### config.mk
export PLATFORM = sky130hd
export DESIGN_NAME = peak_search_top
export DESIGN_NICKNAME = d
export VERILOG_FILES = /design/src/hdl/peak_pkg.sv /design/src/hdl/power_calc.sv /design/src/hdl/peak_detector.sv /design/src/hdl/peak_tracker.sv /design/src/hdl/peak_search_top.sv
export VERILOG_INCLUDE_DIRS = /design/src /design/src/hdl
export SDC_FILE = /design/constraint.sdc
export NUM_CORES = 2
export LEC_CHECK = 0
export ABC_AREA = 1
export BUFFER_PORTS_ARGS = -buffer_cell sky130_fd_sc_hd__buf_2
export CORE_MARGIN = 3
export CORE_UTILIZATION = 64
export DETAILED_ROUTE_END_ITERATION = 12
export MAX_ROUTING_LAYER = met4
export PLACE_DENSITY_LB_ADDON = 0.2
export SETUP_SLACK_MARGIN = 0.3
export SLEW_MARGIN = 0
export SYNTH_ARGS = -nofsm -noshare
export SYNTH_HDL_FRONTEND = slang
export SYNTH_SLANG_ARGS = --single-unit
### constraint.sdc
create_clock -name clk_i -period 13.6 [get_ports clk_i]
set_clock_uncertainty 0.1 [all_clocks]
set_input_delay 2.72 -clock clk_i [delete_from_list [all_inputs] [get_ports clk_i]]
set_output_delay 2.72 -clock clk_i [all_outputs]
set_load 0.005 [all_outputs]
### src/hdl/peak_consts.svh
`ifndef PEAK_CONSTS_SVH
`define PEAK_CONSTS_SVH

// Signed I and Q width.
`define PEAK_SAMPLE_W 16

// Unsigned power width, I*I + Q*Q fits without saturation.
`define PEAK_POWER_W 32

// Average window, power of two.
`define PEAK_WINDOW_LEN 8

// Sample index and frame length width.
`define PEAK_INDEX_W 16

`endif

### src/hdl/peak_pkg.sv
`include "peak_consts.svh"

package peak_pkg;

    typedef struct packed {
        logic signed [`PEAK_SAMPLE_W-1:0] i;
        logic signed [`PEAK_SAMPLE_W-1:0] q;
    } iq_sample_t;

    typedef struct packed {
        logic                     detected;
        logic [`PEAK_POWER_W-1:0] score;    // Power above threshold.
    } detect_result_t;

    typedef struct packed {
        logic                     found;
        logic [`PEAK_POWER_W-1:0] best_score;
        logic [`PEAK_INDEX_W-1:0] best_index; // First index with best score.
    } frame_report_t;

endpackage

### src/hdl/power_calc.sv
`timescale 1ns/100ps
`include "peak_consts.svh"

module power_calc (
    input  logic                     clk_i,
    input  logic                     reset_ni,
    input  logic                     iq_valid_i,
    input  peak_pkg::iq_sample_t     iq_i,
    output logic                     power_valid_o,
    output logic [`PEAK_POWER_W-1:0] power_o
);

    logic signed [2*`PEAK_SAMPLE_W-1:0] i_sq;
    logic signed [2*`PEAK_SAMPLE_W-1:0] q_sq;
    logic        [`PEAK_POWER_W-1:0]    power_d;

    assign i_sq = iq_i.i * iq_i.i;
    assign q_sq = iq_i.q * iq_i.q;

    // Both squares are non-negative, the sum is read as unsigned.
    assign power_d = $unsigned(i_sq) + $unsigned(q_sq);

    always_ff @(posedge clk_i) begin
        if (!reset_ni) begin
            power_valid_o <= 1'b0;
        end else begin
            power_valid_o <= iq_valid_i;
        end
    end

    always_ff @(posedge clk_i) begin
        if (iq_valid_i) begin
            power_o <= power_d;  // Payload only.
        end
    end

    a_power_latency: assert property (
        @(posedge clk_i) disable iff (!reset_ni)
        1'b1 |=> (power_valid_o == $past(iq_valid_i))
    ) else $error("power_valid_o does not follow iq_valid_i by one cycle");

endmodule

### src/hdl/peak_detector.sv
`timescale 1ns/100ps
`include "peak_consts.svh"

module peak_detector (
    input  logic                      clk_i,
    input  logic                      reset_ni,
    input  logic                      power_valid_i,
    input  logic [`PEAK_POWER_W-1:0]  power_i,
    input  logic [`PEAK_POWER_W-1:0]  noise_limit_i,
    input  logic [7:0]                detection_shift_i,
    output logic                      result_valid_o,
    output peak_pkg::detect_result_t  result_o
);

    import peak_pkg::*;

    localparam int LOG2_LEN = $clog2(`PEAK_WINDOW_LEN);
    localparam int SUM_W    = `PEAK_POWER_W + LOG2_LEN;
    // Room for a left shift of the sum up to the power width.
    localparam int THR_W    = SUM_W + `PEAK_POWER_W;

    logic [`PEAK_POWER_W-1:0] window_q [`PEAK_WINDOW_LEN];
    logic [SUM_W-1:0]         window_sum;
    logic [LOG2_LEN:0]        warm_cnt;
    logic                     warm_done;
    logic signed [9:0]        total_shift;
    logic [9:0]               left_shift;
    logic [THR_W-1:0]         threshold;
    logic [THR_W-1:0]         power_ext;
    detect_result_t           result_d;

    assign warm_done   = (warm_cnt == (LOG2_LEN + 1)'(`PEAK_WINDOW_LEN));
    assign total_shift = 10'(LOG2_LEN) - $signed({2'b00, detection_shift_i});
    assign power_ext   = THR_W'(power_i);

    always_comb begin
        left_shift = 10'(-total_shift);
        // Beyond this any nonzero sum already exceeds every power.
        if (left_shift > 10'(`PEAK_POWER_W)) begin
            left_shift = 10'(`PEAK_POWER_W);
        end
        if (total_shift >= 0) begin
            threshold = THR_W'(window_sum >> $unsigned(total_shift));
        end else begin
            threshold = THR_W'(window_sum) << left_shift;
        end
    end

    always_comb begin
        result_d.detected = (power_ext > threshold) && (power_i > noise_limit_i);
        if (result_d.detected) begin
            result_d.score = `PEAK_POWER_W'(power_ext - threshold);
        end else begin
            result_d.score = '0;
        end
    end

    // Window of preceding powers and their running sum.
    always_ff @(posedge clk_i) begin
        if (!reset_ni) begin
            for (int k = 0; k < `PEAK_WINDOW_LEN; k++) begin
                window_q[k] <= '0;
            end
            window_sum <= '0;
            warm_cnt   <= '0;
        end else if (power_valid_i) begin
            window_q[0] <= power_i;
            for (int k = 1; k < `PEAK_WINDOW_LEN; k++) begin
                window_q[k] <= window_q[k-1];
            end
            window_sum <= window_sum + SUM_W'(power_i)
                          - SUM_W'(window_q[`PEAK_WINDOW_LEN-1]); // Drop oldest.
            if (!warm_done) begin
                warm_cnt <= warm_cnt + 1'b1;
            end
        end
    end

    always_ff @(posedge clk_i) begin
        if (!reset_ni) begin
            result_valid_o <= 1'b0;
        end else begin
            result_valid_o <= power_valid_i && warm_done;
        end
    end

    always_ff @(posedge clk_i) begin
        if (power_valid_i) begin
            result_o <= result_d;
        end
    end

    a_no_result_in_warmup: assert property (
        @(posedge clk_i) disable iff (!reset_ni)
        !warm_done |=> !result_valid_o
    ) else $error("result_valid_o raised during warm-up");

    // A detection always leaves a nonzero margin over the threshold.
    a_score_needs_detect: assert property (
        @(posedge clk_i) disable iff (!reset_ni)
        result_valid_o |-> (result_o.detected == (result_o.score != '0))
    ) else $error("score and detected flag disagree");

endmodule

### src/hdl/peak_tracker.sv
`timescale 1ns/100ps
`include "peak_consts.svh"

module peak_tracker (
    input  logic                      clk_i,
    input  logic                      reset_ni,
    input  logic                      result_valid_i,
    input  peak_pkg::detect_result_t  result_i,
    input  logic [`PEAK_INDEX_W-1:0]  frame_len_i,
    output logic                      report_valid_o,
    output peak_pkg::frame_report_t   report_o
);

    import peak_pkg::*;

    logic [`PEAK_INDEX_W-1:0] index_q;
    logic                     found_q;
    logic [`PEAK_POWER_W-1:0] best_score_q;
    logic [`PEAK_INDEX_W-1:0] best_index_q;
    logic                     last_in_frame;
    logic                     new_best;
    frame_report_t            report_d;

    assign last_in_frame = (index_q == frame_len_i - 1'b1);

    // Strictly greater keeps the first index that reached the best score.
    assign new_best = (result_i.score > best_score_q);

    // Running state with the current result folded in.
    always_comb begin
        report_d.found = found_q | result_i.detected;
        if (new_best) begin
            report_d.best_score = result_i.score;
            report_d.best_index = index_q;
        end else begin
            report_d.best_score = best_score_q;
            report_d.best_index = best_index_q;
        end
    end

    always_ff @(posedge clk_i) begin
        if (!reset_ni) begin
            index_q        <= '0;
            found_q        <= 1'b0;
            best_score_q   <= '0;
            best_index_q   <= '0;
            report_valid_o <= 1'b0;
        end else begin
            report_valid_o <= result_valid_i && last_in_frame;
            if (result_valid_i) begin
                if (last_in_frame) begin
                    index_q      <= '0;  // Next frame starts clean.
                    found_q      <= 1'b0;
                    best_score_q <= '0;
                    best_index_q <= '0;
                end else begin
                    index_q      <= index_q + 1'b1;
                    found_q      <= report_d.found;
                    best_score_q <= report_d.best_score;
                    best_index_q <= report_d.best_index;
                end
            end
        end
    end

    always_ff @(posedge clk_i) begin
        if (result_valid_i && last_in_frame) begin
            report_o <= report_d;
        end
    end

    // Frames of one sample may report on every cycle.
    a_report_pulse: assert property (
        @(posedge clk_i) disable iff (!reset_ni)
        (report_valid_o && (frame_len_i > `PEAK_INDEX_W'(1))) |=> !report_valid_o
    ) else $error("report_valid_o held longer than one cycle");

endmodule

### src/hdl/peak_search_top.sv
`timescale 1ns/100ps
`include "peak_consts.svh"

module peak_search_top (
    input  logic                      clk_i,
    input  logic                      reset_ni,
    input  logic                      iq_valid_i,
    input  peak_pkg::iq_sample_t      iq_i,
    input  logic [`PEAK_POWER_W-1:0]  noise_limit_i,
    input  logic [7:0]                detection_shift_i,
    input  logic [`PEAK_INDEX_W-1:0]  frame_len_i,
    output logic                      result_valid_o,
    output peak_pkg::detect_result_t  result_o,
    output logic                      report_valid_o,
    output peak_pkg::frame_report_t   report_o
);

    logic                     power_valid;
    logic [`PEAK_POWER_W-1:0] power;

    power_calc u_power_calc (
        .clk_i         (clk_i),
        .reset_ni      (reset_ni),
        .iq_valid_i    (iq_valid_i),
        .iq_i          (iq_i),
        .power_valid_o (power_valid),
        .power_o       (power)
    );

    peak_detector u_peak_detector (
        .clk_i             (clk_i),
        .reset_ni          (reset_ni),
        .power_valid_i     (power_valid),
        .power_i           (power),
        .noise_limit_i     (noise_limit_i),
        .detection_shift_i (detection_shift_i),
        .result_valid_o    (result_valid_o),
        .result_o          (result_o)
    );

    // Fed from the exposed detector outputs.
    peak_tracker u_peak_tracker (
        .clk_i          (clk_i),
        .reset_ni       (reset_ni),
        .result_valid_i (result_valid_o),
        .result_i       (result_o),
        .frame_len_i    (frame_len_i),
        .report_valid_o (report_valid_o),
        .report_o       (report_o)
    );

endmodule

==> results.cfg <==
[grt]
grt_max_degree = 138
grtUsageTotal_pct = 34.95
overflow = 0
first_global_vias = 36220
antenna_found_initial = 2
grt_pass1_wl_microns = 196500

[floorplan]
dieArea_sq_mm = 0.07560
core_sq_mm = 0.07088
rows = 97
start_util_pct = 65.32
die_h_microns = 275.0
io_pins = 175
die_w_microns = 275.0

[route]
firstDrtPassIters = 9
drt_first_iter_violations = 2834
drt_wl_total_microns = 125500
vias = 35860
final_antenna_net_count = 0
routedWlPerCell_microns = 19.24
vias_per_cell = 5.498
drcViolationCount = 0

[cells_and_area]
nNetsFinal = 6476
final_util_pct = 69.34
syn_to_final_growth_pct = 6.151
final_layout_size_suffix_gt1_share_pct = 6.362
finish.instance_area_sq_mm = 0.04914
nFillCells = 5720

[sta]
rsz0062_at_grt = no
hold_violations = 0
worst_slew_pin_slew_ns = 1.049
min_period_ns = 10.17
min_period_over_period_pct = 74.77
setup_violations = 0
tns_ns = 0
max_freq_mhz = 98.34
slew_headroom_pct = 30.10
final_max_slew_viol_count = 0

[min_path]
hold_path.class = reg -> reg

[synthesis]
synthAdderAreaFrac_pct = 31.78
yosysUniqueCellTypes = 59
synth-simple-area-share_pct = 17.98
synth_common_cells = inv_1, nand2_1, fa_1
yosysSeqAreaShare_pct = 28.63
synthArstFlopShare_pct = 0
synth-compound-area-share_pct = 6.221
yosys.area_share.xor_xnor_pct = 2.176
synth_edf_count = 370
yosysWarnings = 0
synth_top_area_cell = edfxtp_1
netlist_area_sq_mm = 0.04630
synth_top_family_by_area = adder cells
ys_ff_latch = 477
synth_top_flop_cell = edfxtp_1
muxShareOfSynthArea_pct = 0.1919
synth.most_common_cell = inv_1
netlist.area_leader.share_pct = 24.00
synth.avg_cell_area_sq_um = 8.411
syn_nets = 6438
synth_area_leaders = edfxtp_1, fa_1, inv_1
synthCells = 5504

[setup_path]
required_ns = 13.82
crit_family = compound AO/OA/AOI/OAI gates
slowest_stage = clkinv_2
worstPathMaxFanout = 43
crit_type = in -> reg
end_kind = register
path_buf_inv = 10
max_stage_delay_ns = 0.65
critPathArrivalTime_ns = 10.39
start_kind = input pin

[clock_tree]
cts_resized = 0
cts_buffers = 47
post_cts.repair.setup_buffers = 0
cts_root_buf = clkbuf_16
clock_path_buffers = 3
cts_hold_buf = 0
htree_levels = 2
worstSkewPairLatency_ns = 0.59
clkTransAtPathRegs_ns = 0.06
cts.sinks = 477
cts_tree = done

[place]
dp_hpwl_microns = 101300
place_congestion = 1.056
port_buffers = 174
place_area_sq_mm = 0.04766

[run_status]
status = complete, no violations

[run]
maxCapViolCount = 0
-- through the flow --
step / cells / hold slack [ns] / setup slack [ns]
5_1_grt: 6522 / 0.3766 / 2.800
2_1_floorplan: 5504 / 0.3419 / 2.461
6_report: 6522 / 0.3653 / 3.432
3_5_place_dp: 6433 / 0.3555 / 2.971
3_3_place_gp: 6433 / 0.3481 / 3.016
4_1_cts: 6520 / 0.3657 / 3.599
-- cell families (layout without fill, tap and decap cells) --
family,Yosys count,count (layout)
compound gates,520,520
xor+xnor,115,115
fa+ha+maj,843,843
buf+inv,1577,1653
flops,477,477
mux,8,8
other cells,1,3
simple gates,1963,1963
-- worst paths after layout --
kind	slack, ns	cells past startpoint	from	end
setup / recovery	3.43	37	detection_shift_i[2]	u_peak_detector.result_o[26]
setup reg to reg	8.13	17	u_power_calc.power_o[1]	u_peak_detector.window_sum[32]
hold reg to reg	0.37	2	u_peak_tracker.best_index_q[15]	u_peak_tracker.best_index_q[15]
hold / removal	0.37	2	u_peak_tracker.best_index_q[15]	u_peak_tracker.best_index_q[15]
-- worst register-to-register path: stages, from the launching register on --
cell	delay, ns
edfxtp_1	0.62
inv_1	0.21
fa_1	0.57
fa_1	0.45
o21ai_0	0.24
nand2_1	0.10
nand2_1	0.07
a21oi_1	0.10
o21bai_1	0.32
a21boi_0	0.23
o21ai_0	0.40
nand4_1	0.24
o21ai_0	0.63
a21boi_0	0.27
o21ai_0	0.37
a21oi_1	0.17
nor2_1	0.14
o22ai_1	0.09
-- flip-flops by register name (all words and copies together), names as in the netlist --
name / flops
u_peak_detector.result_o: 33
u_peak_detector.result_valid_o: 1
u_peak_detector.warm_cnt: 4
u_peak_detector.window_q: 256
u_peak_detector.window_sum: 35
u_peak_tracker.best_index_q: 16
u_peak_tracker.best_score_q: 32
u_peak_tracker.found_q: 1
u_peak_tracker.index_q: 16
u_peak_tracker.report_o: 49
u_peak_tracker.report_valid_o: 1
u_power_calc.power_o: 32
u_power_calc.power_valid_o: 1
-- cell usage in the layout (no fill, tap or decap), drive strengths merged, types with 3 or more instances in the layout --
cell type  count
or3            6
or2           20
a221oi         4
and2           8
dfxtp        107
clkbuf        60
a21o          10
o211ai        11
nor3          19
edfxtp       370
fa           555
nor2         441
nand2       1047
nand3        332
nor4          11
clkinvlp       3
inv         1369
o21bai         4
o221ai        11
a21oi        240
xnor2         47
nand4         74
ha           288
o21ai        165
a21boi         9
xor2          68
o21a           4
mux2           7
buf          195
nor3b          3
a31oi         12
clkinv        24
a211oi         8
o22ai         28
-- cell type report --
type / instances / area (sq um) / area share, %
multi-input combinational: 3450 / 27050 / 55.03
sequential: 477 / 13250 / 26.97
inverter: 1371 / 5156 / 10.49
clock buffer: 60 / 1266 / 2.577
tap: 940 / 1176 / 2.393
timing repair buffer: 195 / 1028 / 2.093
clock inverter: 27 / 211.5 / 0.4303
antenna: 2 / 5.005 / 0.01018
-- layer usage --
layer | track usage (%) | share of wire (%)
met3 | 6.105 | 7.6
met1 | 43.91 | 40
met4 | 14.83 | 5.0
met2 | 56.33 | 48
met5 | - | 0
Power is not shown: default switching activity piles up to over one toggle a cycle in this logic, so the estimate is an artifact.
